[config.mk]
export PLATFORM = sky130hd
export DESIGN_NAME = port_rotator
export DESIGN_NICKNAME = d
export VERILOG_FILES = /design/src/hdl/distrib_pkg.sv /design/src/hdl/port_rotator.sv
export VERILOG_INCLUDE_DIRS = /design/src /design/src/include
export SDC_FILE = /design/constraint.sdc
export NUM_CORES = 1
export LEC_CHECK = 0
export ABC_CLOCK_PERIOD_IN_PS = 1500
export BUFFER_PORTS_ARGS = -buffer_cell sky130_fd_sc_hd__buf_2
export CORE_MARGIN = 5
export CORE_UTILIZATION = 45
export DETAILED_ROUTE_END_ITERATION = 10
export GPL_ROUTABILITY_DRIVEN = 1
export HOLD_SLACK_MARGIN = 0.15
export PLACE_DENSITY = 0.78
export SLEW_MARGIN = 10
export SYNTH_ARGS = -nofsm -noshare
export SYNTH_HDL_FRONTEND = slang
export SYNTH_SLANG_ARGS = --single-unit
[constraint.sdc]
create_clock -name clk -period 1.5 [get_ports clk]
set_input_delay 0.45 -clock clk [delete_from_list [all_inputs] [get_ports clk]]
set_output_delay 0.45 -clock clk [all_outputs]
set_load 0.1 [all_outputs]
[src/include/distrib_cfg.svh]
`ifndef DISTRIB_CFG_SVH
`define DISTRIB_CFG_SVH

// **************************************************
// Issue distribution sizing
// **************************************************

// Decoded slots per bundle
`define SLOT_COUNT 10

// Ports per issue group
`define GROUP_PORTS 3

// Memory, ALU and shift groups together
`define PORT_COUNT 9

`endif

[src/hdl/distrib_pkg.sv]
`include "distrib_cfg.svh"

package distrib_pkg;

  // **************************************************
  // Slot classes
  // **************************************************

  typedef enum logic [2:0] {
    CLS_NONE  = 3'd0,
    CLS_LOAD  = 3'd1,
    CLS_STORE = 3'd2,
    CLS_ALU   = 3'd3,
    CLS_SHIFT = 3'd4
  } slot_class_e;

  typedef slot_class_e [`SLOT_COUNT-1:0] slot_bundle_t; // Slot 0 in the low bits

  typedef logic [`SLOT_COUNT-1:0] slot_mask_t;

  // One-hot slot position, all ones when the port is idle
  typedef logic [`SLOT_COUNT-1:0] port_pos_t;

  typedef struct packed {
    slot_mask_t load;
    slot_mask_t store;
    slot_mask_t alu;
    slot_mask_t shift;
  } class_masks_t;

  // **************************************************
  // Port groups
  // **************************************************

  typedef struct packed {
    port_pos_t [`GROUP_PORTS-1:0] entry; // Entry 0 is the oldest slot
    logic [1:0]                   count; // Granted entries, 0 to 3
  } port_group_t;

  typedef logic [`GROUP_PORTS-1:0] rot_ptr_t; // One-hot group port

endpackage

[src/hdl/port_rotator.sv]
`include "distrib_cfg.svh"

module port_rotator (
  input  logic                                         clk,
  input  logic                                         rst,
  input  logic                                         stall,
  input  distrib_pkg::port_group_t                     group,
  output distrib_pkg::port_pos_t [`GROUP_PORTS-1:0]    ports
);

  import distrib_pkg::*;

  rot_ptr_t ptr;
  rot_ptr_t ptr_next;

  // Entry i lands on group port (ptr + i) mod 3
  always_comb begin
    ports = '1;
    for (int p = 0; p < `GROUP_PORTS; p++) begin
      if (ptr[p]) begin
        for (int i = 0; i < `GROUP_PORTS; i++) begin
          ports[(p + i) % `GROUP_PORTS] = group.entry[i];
        end
      end
    end
  end

  // **************************************************
  // Pointer advance by granted count mod 3
  // **************************************************

  always_comb begin
    case (group.count)
      2'd1:    ptr_next = {ptr[1:0], ptr[2]};
      2'd2:    ptr_next = {ptr[0], ptr[2:1]};
      default: ptr_next = ptr; // Zero or a full turn
    endcase
  end

  always_ff @(posedge clk) begin
    if (rst) begin
      ptr <= rot_ptr_t'(1); // Group port 0
    end else if (!stall) begin
      ptr <= ptr_next;
    end
  end

  // **************************************************
  // Checks
  // **************************************************

  ptr_onehot_a: assert property (
    @(posedge clk) disable iff (rst) $onehot(ptr)
  ) else $error("port_rotator: pointer %b lost its one-hot form", ptr);

endmodule

Yosys cells after proc, flatten, opt, wreduce, memory -nomap -nowiden
Cells that the tools add are included.

operators by class
  equal/unequal tests = 2
  multiplexer cells = 4
  reduce and logical (&&, ||, !) cells = 2
  bitwise operators = 1

operator list
  cell                  number
  $mux W30              3
  $pmux W3 S2           1
  $eq A2 B1 Y1 const B  1
  $eq A2 B2 Y1 const B  1
  $reduce_and A2 Y1     1
  $reduce_bool A2 Y1    1
  $not A1 Y1            1

word-level totals
  output and inout bits = 30
  register bits = 3
  word-level logic and storage cells = 10
  input bits = 35

Logic depth before layout (Yosys ltp)
Gate-level depths: netlist of run 1.

  word-level depth = 3
  gate-level depth with buffers = 4
  mapped depth without buffers = 4

Worst setup path after synthesis of run 1
No wires, ideal clock.

  kind = flip-flop to output port
  from = register ptr[1]
  to = output port ports[20] (netlist bit)
  required time = 1.050 ns
  buffers on the path = 2
  path slack = -0.989 ns
  cell stages (with the launch flop) = 5
  arrival time = 2.039 ns
  cell sequence = dfxtp_1 -> buf_6 -> buf_6 -> nor2b_1 -> o31ai_2

RTL lines
  item                    RTL line            text
  start, declared         port_rotator.sv:13  rot_ptr_t ptr;
  start signal, assigned  port_rotator.sv:42  ptr <= rot_ptr_t'(1);
  start signal, assigned  port_rotator.sv:44  ptr <= ptr_next;
  end, declared           port_rotator.sv:8   output distrib_pkg::port_pos_t [`GROUP_PORTS-1:0] ports

==> results_dict.tcl, run 1 <==
set metrics [dict create \
    seq_area_frac_synth 0.04348 \
    clkSinkCount 3 \
    ys_async_sr_fraction 0 \
    clock.fmax_ghz 0.5398 \
    timing.final.hold_violations 0 \
    r2r_slack_ns 0.36 \
    route.vias.total 1456 \
    critical_path_required_ns 1.05 \
    syn_inst 155 \
    avgSynthCellArea_um2 8.912 \
    h-tree-depth 1 \
    maxSlewHeadroom 0.7955 \
    grtUsageTotal 0.1924 \
    synth_fa_ha_area_frac 0.009058 \
    crit-reg2reg-launch "ptr[1]" \
    drt_iter0_markers 104 \
    area_delta_synth_final_pct 89.22 \
    first_pass_grt_wire_length_um 6693 \
    critPathLaunch "ptr[1]" \
    finalSetupViolations 30 \
    synth_largest_area_cell "sky130_fd_sc_hd__nor3b_2" \
    layout_min_cycle_time_ns 1.852 \
    synthXorXnorAreaFrac 0 \
    die_width_um 65.41 \
    fp.dieArea_mm2 0.004278 \
    floorplan.core_area_mm2 0.003003 \
    drt-wirelength-per-cell_um 16.36 \
    setup_total_negative_slack_ns -9.898 \
    critical_path_data_arrival_time_ns 1.40 \
    cts_tree "built" \
    worstSetupEndpoint "ports[14]" \
    antenna_found_initial 0 \
    worstSetupStartpointType "flip-flop" \
    cts_root_buf "sky130_fd_sc_hd__clkbuf_4" \
    worst_clock_skew_ns 0.009285 \
    p_leak_nw 1.017 \
    setup_slack_ns -0.3524 \
    rr_worst_depth 4 \
    report.power.total_mw 2.901 \
    clock_latency_ns 0.24 \
    nFillCells 138 \
    finalMaxSlewViolations 0 \
    worst_hold_path_type "input port to flip-flop" \
    timing_worst_slew_pin_value_ns 0.3054 \
    drt_wl_total_um 4254 \
    grt_pass1_vias 1451 \
    setup_repair_after_global_routing_missed_its_margin "true" \
    proportion_of_layout_cells_with_a_drive_suffix_above_1 0.6828 \
    cts_hold_repair.buffers 0 \
    drc_errors_left 0 \
    numCtsBuffers 3 \
    synth.net_count 191 \
    gr-total-overflow 0 \
    synth_mux_area_frac 0.01449 \
    layoutNonFillerInstCount 260 \
    place_congestion 0.7232 \
    synth_compound_gate_area_share 0.3016 \
    synthDominantCellAreaShare 0.2717 \
    firstDrtPassIters 4 \
    port_buffers 64 \
    final_min_period_over_clock_period 1.235 \
    place_worst_setup_slack_ns -0.1106 \
    netlist_top_cells_count "30 x sky130_fd_sc_hd__nand2_1, 30 x sky130_fd_sc_hd__nor2b_1, 30 x sky130_fd_sc_hd__nor3b_2, 30 x sky130_fd_sc_hd__o31ai_2, 5 x sky130_fd_sc_hd__buf_2" \
    fin_nets 264 \
    maxCapViolations 0 \
    via_count_normalized_by_instance_count 5.600 \
    cts_buffer_depth 2 \
    synth_edf_count 0 \
    number_of_antenna_cells_inserted 0 \
    largest_register_ff_count 3 \
    dominantRegCellSynth "sky130_fd_sc_hd__dfxtp_1" \
    registers.top_by_ff_count "ptr" \
    ports 65 \
    dp_hpwl_um 3120 \
    timing_worst_setup_path_type "flip-flop to output port" \
    status "complete, but fails checks" \
    reg_top3 "ptr (3)" \
    ir_drop_mv 0.5826 \
    synth_simple_gate_area_frac 0.5072 \
    combinational_family_with_the_most_area_after_synthesis "simple AND/OR/NAND/NOR gates" \
    dpl.cell_count 254 \
    detailed_place.area_mm2 0.002509 \
    std_cell_rows 20 \
    violated_checks "negative setup slack" \
    cts_clock_pin_slew_for_the_worst_setup_and_hold_paths_ns 0.04 \
    antenna_left 0 \
    ys_warn_count 0 \
    initial_cell_density_of_the_core 0.4600 \
    r2r-end "ptr[1]" \
    ys_seq_elements 3 \
    worstSetupEndpointType "output port" \
    final_area_mm2 0.002614 \
    ys_top_cells_by_area "sky130_fd_sc_hd__nor3b_2 27%, sky130_fd_sc_hd__o31ai_2 27%, sky130_fd_sc_hd__nor2b_1 14%" \
    largest_driver_fanout_on_the_critical_path 15 \
    power.density_mw_per_mm2 1110 \
    grt_start_max_net_pins 31 \
    synth.lib_cells_used.distinct 21 \
    netlist_area_mm2 0.001381 \
    die_h_um 65.41 \
]
cells by family (layout without fill, tap and decap cells):
logic type      count (synthesis)  after routing
flops                           3              3
simple gates                   95             95
fa+ha+maj                       1              1
buf+inv                        19             91
mux                             2              2
compound gates                 35             35
report_power, final:
group | internal (mW) | total (mW) | leakage (nW) | switching (mW)
registers | 0.0881 | 0.106 | 0.0261 | 0.0184
clock network | 0.100 | 0.151 | 0.0150 | 0.0507
logic | 1.03 | 2.64 | 0.976 | 1.62
through the flow:
step           hold WS, ns    util
2_1_floorplan       0.5153       -
3_3_place_gp        0.6584  0.8354
3_5_place_dp        0.6571  0.8354
4_1_cts             0.4070  0.8588
5_1_grt             0.4182  0.8704
6_report            0.4140  0.8704
timing repair:
action | 4_1_cts | 5_1_grt
cloned | 0 | 1
pin swaps | 6 | 3
setup buffers | 1 | 0
resized for setup | 10 | 3
endpoints found under the setup margin | 30 | 30
cell usage in the layout, fill, tap and decap left out, types with 2 or more instances in the layout:
cell and count:
sky130_fd_sc_hd__a211oi_1 2, sky130_fd_sc_hd__buf_12 35, sky130_fd_sc_hd__buf_2 34, sky130_fd_sc_hd__buf_4 12, sky130_fd_sc_hd__buf_8 2, sky130_fd_sc_hd__clkbuf_4 3
sky130_fd_sc_hd__dfxtp_4 2, sky130_fd_sc_hd__inv_1 2, sky130_fd_sc_hd__mux2i_1 2, sky130_fd_sc_hd__nand2_1 30, sky130_fd_sc_hd__nor2_1 2, sky130_fd_sc_hd__nor2b_1 26
sky130_fd_sc_hd__nor2b_4 3, sky130_fd_sc_hd__nor3b_2 29, sky130_fd_sc_hd__o31ai_4 30
per-layer routing:
layer	up-vias	wire [um]	share of wire	GRT usage
li1	702	-	-	-
met1	702	1618	0.38	0.2212
met2	48	2398	0.56	0.3805
met3	4	201	0.047	0.01880
met4	0	35	0.0082	0.03368
met5	-	0	0	0
how the worst min path moves through the flow:
stage / startpoint / end / slack, ns / depth (start not counted)
final: rst / ptr[1] / 0.41 / 2
after global routing: rst / ptr[1] / 0.42 / 2
after CTS: rst / ptr[1] / 0.41 / 2
after detailed placement: rst / ptr[1] / 0.66 / 2
after global placement: rst / ptr[1] / 0.66 / 2
after floorplan: rst / ptr[1] / 0.52 / 1
cell type report:
cell class              instances  area (um^2)  area share
well taps                      33        41.29     0.01580
clock buffers                   4        26.28     0.01005
multi-input cells             133         1444      0.5524
flip-flops and latches          3        67.56     0.02585
repair buffers                 85         1027      0.3930
inverters                       2        7.507    0.002872
critical path, stage by stage, from the launching register on:
cell                        delay (ns)
sky130_fd_sc_hd__dfxtp_4          0.39
sky130_fd_sc_hd__clkbuf_16        0.18
sky130_fd_sc_hd__nor2b_1          0.15
sky130_fd_sc_hd__o31ai_4          0.23
sky130_fd_sc_hd__buf_12           0.21
(Power assumes the default switching activity.)
==> inputs of run 2 (changes only) <==
--- a/config.mk
+++ b/config.mk
@@ -10,8 +10,10 @@
 export BUFFER_PORTS_ARGS = -buffer_cell sky130_fd_sc_hd__buf_2
 export CORE_MARGIN = 5
 export CORE_UTILIZATION = 45
+export CTS_CLUSTER_DIAMETER = 100
 export DETAILED_ROUTE_END_ITERATION = 10
 export GPL_ROUTABILITY_DRIVEN = 1
+export GPL_TIMING_DRIVEN = 0
 export HOLD_SLACK_MARGIN = 0.15
 export PLACE_DENSITY = 0.78
 export SLEW_MARGIN = 10
==> run 2 against run 1 <==
Compared with the run above: the run still ends with negative setup slack left; cell area up 6.7%; clock power about the same; first-iteration DRC count up 31%; worst setup slack worse by 0.091 ns; via count up 18%; largest cell class unchanged; sequential share of layout area down 0.16 points; register-to-register slack about the same; critical endpoint is now ports[17]; largest power group unchanged; worst hold slack better by 0.010 ns; clock skew down 0.00066 ns; highest routed layer unchanged.
==> results_dict.tcl, run 2 (synthesized netlist as in run 1, its figures left out) <==
set metrics [dict create \
    critical_path_data_arrival_time_ns 1.49 \
    numCtsBuffers 3 \
    cts_tree "built" \
    maxCapViolations 0 \
    grt_pass1_vias 1745 \
    clock_network_fraction_of_total_power 0.048 \
    proportion_of_layout_cells_with_a_drive_suffix_above_1 0.6900 \
    drc_errors_left 0 \
    antenna_found_initial 0 \
    die_width_um 65.41 \
    final_common_cell "sky130_fd_sc_hd__buf_12" \
    reg_top3 "ptr (3)" \
    maxSlewHeadroom 0.7939 \
    grtUsageTotal 0.2903 \
    setup_repair_after_global_routing_missed_its_margin "true" \
    p_leak_nw 1.082 \
    final_area_mm2 0.002790 \
    fp.dieArea_mm2 0.004278 \
    drt_iter0_markers 136 \
    dp_hpwl_um 3531 \
    fin_nets 266 \
    clkSinkCount 3 \
    worst_clock_skew_ns 0.008627 \
    detailed_place.area_mm2 0.002013 \
    ports 65 \
    highest-signal-layer "met4" \
    timing_worst_setup_path_type "flip-flop to output port" \
    timing.final.hold_violations 0 \
    die_h_um 65.41 \
    grt_start_max_net_pins 11 \
    crit-reg2reg-launch "ptr[1]" \
    cts_root_buf "sky130_fd_sc_hd__clkbuf_4" \
    power.share.combinational 0.917 \
    worstSetupEndpoint "ports[17]" \
    via_count_normalized_by_instance_count 6.531 \
    number_of_antenna_cells_inserted 0 \
    wl_met1_um 2814 \
    largest_driver_fanout_on_the_critical_path 6 \
    initial_cell_density_of_the_core 0.4600 \
    timing_worst_slew_pin_value_ns 0.3085 \
    drt_wl_total_um 7634 \
    port_buffers 64 \
    r2r-end "ptr[1]" \
    largest_register_ff_count 3 \
    power.density_mw_per_mm2 1122 \
    area_delta_synth_final_pct 102.0 \
    violated_checks "negative setup slack" \
    first_pass_grt_wire_length_um 9446 \
    route.met2.wl_um 3750 \
    seq_power_share 0.034 \
    layout_min_cycle_time_ns 1.943 \
    ir_drop_mv 0.7244 \
    setup_slack_ns -0.4435 \
    registers.top_by_ff_count "ptr" \
    status "complete, but fails checks" \
    floorplan.core_area_mm2 0.003003 \
    place_congestion 0.8747 \
    route.vias.total 1711 \
    gr-total-overflow 0 \
    clock_latency_ns 0.24 \
    swShare 0.5873 \
    final_min_period_over_clock_period 1.296 \
    drt-wirelength-per-cell_um 29.14 \
    setup_total_negative_slack_ns -11.61 \
    met3_length_um 600 \
    cts_buffer_depth 2 \
    finalSetupViolations 30 \
    std_cell_rows 20 \
    timing.critical_path.cells "buf_6, clkbuf_16, nor3b_4, o31ai_4, buf_12" \
    worstSetupStartpointType "flip-flop" \
    rr_worst_depth 4 \
    most_frequent_cells_in_the_layout "35 x sky130_fd_sc_hd__buf_12, 34 x sky130_fd_sc_hd__buf_2, 30 x sky130_fd_sc_hd__nand2_1, 30 x sky130_fd_sc_hd__o31ai_4, 25 x sky130_fd_sc_hd__nor2b_1" \
    antenna_left 0 \
    firstDrtPassIters 4 \
    netSwitchingPower_mw 1.839 \
    p_int_mw 1.293 \
    clock.fmax_ghz 0.5145 \
    finalMaxSlewViolations 0 \
    worst_hold_path_type "input port to flip-flop" \
    timing.critical_path.slowest_cell_delay_ns 0.42 \
    cts_clock_pin_slew_for_the_worst_setup_and_hold_paths_ns 0.04 \
    critPathLaunch "ptr[1]" \
    timing.critical_path.slowest_stage_cell "sky130_fd_sc_hd__dfxtp_4" \
    critical_path_required_ns 1.05 \
    worstSetupEndpointType "output port" \
    h-tree-depth 1 \
    r2r_slack_ns 0.36 \
]
-- run 2: changes by cell type in the layout (fill, tap and decap cells not counted) --
cell,change
sky130_fd_sc_hd__nor2b_1,-1
sky130_fd_sc_hd__buf_8,-1
sky130_fd_sc_hd__buf_4,-7
sky130_fd_sc_hd__buf_6,+8
sky130_fd_sc_hd__clkbuf_8,+1
sky130_fd_sc_hd__clkbuf_16,+1
sky130_fd_sc_hd__nor3b_4,+18
sky130_fd_sc_hd__nor3b_2,-18
sky130_fd_sc_hd__nor2b_2,+1
-- run 2: worst min-delay path by stage --
stage                 from     end  slack, ns  depth (start not counted)
floorplan              rst  ptr[1]       0.52                          1
global placement    ptr[2]  ptr[2]       0.59                          3
detailed placement  ptr[2]  ptr[2]       0.62                          3
CTS                    rst  ptr[1]       0.42                          2
global route           rst  ptr[1]       0.43                          2
finish                 rst  ptr[1]       0.42                          2
-- run 2: layout make-up --
cell class	instances	area, um^2
multi-input cells	133	1559
flip-flops and latches	3	67.56
repair buffers	71	873.3
inverters	2	7.507
clock buffers	4	26.28
well taps	33	41.29
plain buffers	16	215.2
fillers	85	212.7
-- run 2: layer usage --
| layer | track usage | vias up |
|---|---|---|
| li1 | - | 712 |
| met1 | 0.3464 | 833 |
| met2 | 0.5145 | 121 |
| met3 | 0.03932 | 45 |
| met4 | 0.1244 | 0 |
| met5 | 0 | - |
-- run 2: power by group through the flow --
stage	clock [mW]	combinational (mW)	sequential (mW)
finish	0.152	2.87	0.107
global route	0.159	2.92	0.108
global placement	0	2.08	0.0952
detailed placement	0	2.10	0.0954
CTS	0.143	2.72	0.103
floorplan	0	1.80	0.0930
-- run 2: critical path: cells and delay by family, from the launching register on --
family | cells | cell delay, ns
compound gates | 1 | 0.25
simple gates | 1 | 0.05
buf+inv | 3 | 0.52
flops | 1 | 0.42
-- run 2: through the flow --
step                      worst slack [ns]  instances    util  power, mW  hold WS (ns)
final                              -0.4435        262  0.9292      3.132        0.4243
after global routing               -0.4708        262  0.9292      3.188        0.4313
after CTS                          -0.3812        260  0.8833      2.961        0.4230
after detailed placement           -0.4452        252  0.6704      2.200        0.6150
after global placement             -0.4521        252  0.6704      2.178        0.5894
after floorplan                    -0.5001        155       -      1.891        0.5153
-- run 2: repair_timing --
item	CTS	global route
gates resized for setup	156	17
setup endpoints to repair	30	30
hold endpoints to repair	0	0
pin swaps	23	9
hold buffers	0	0
buffers inserted	4	0
gates cloned	1	2
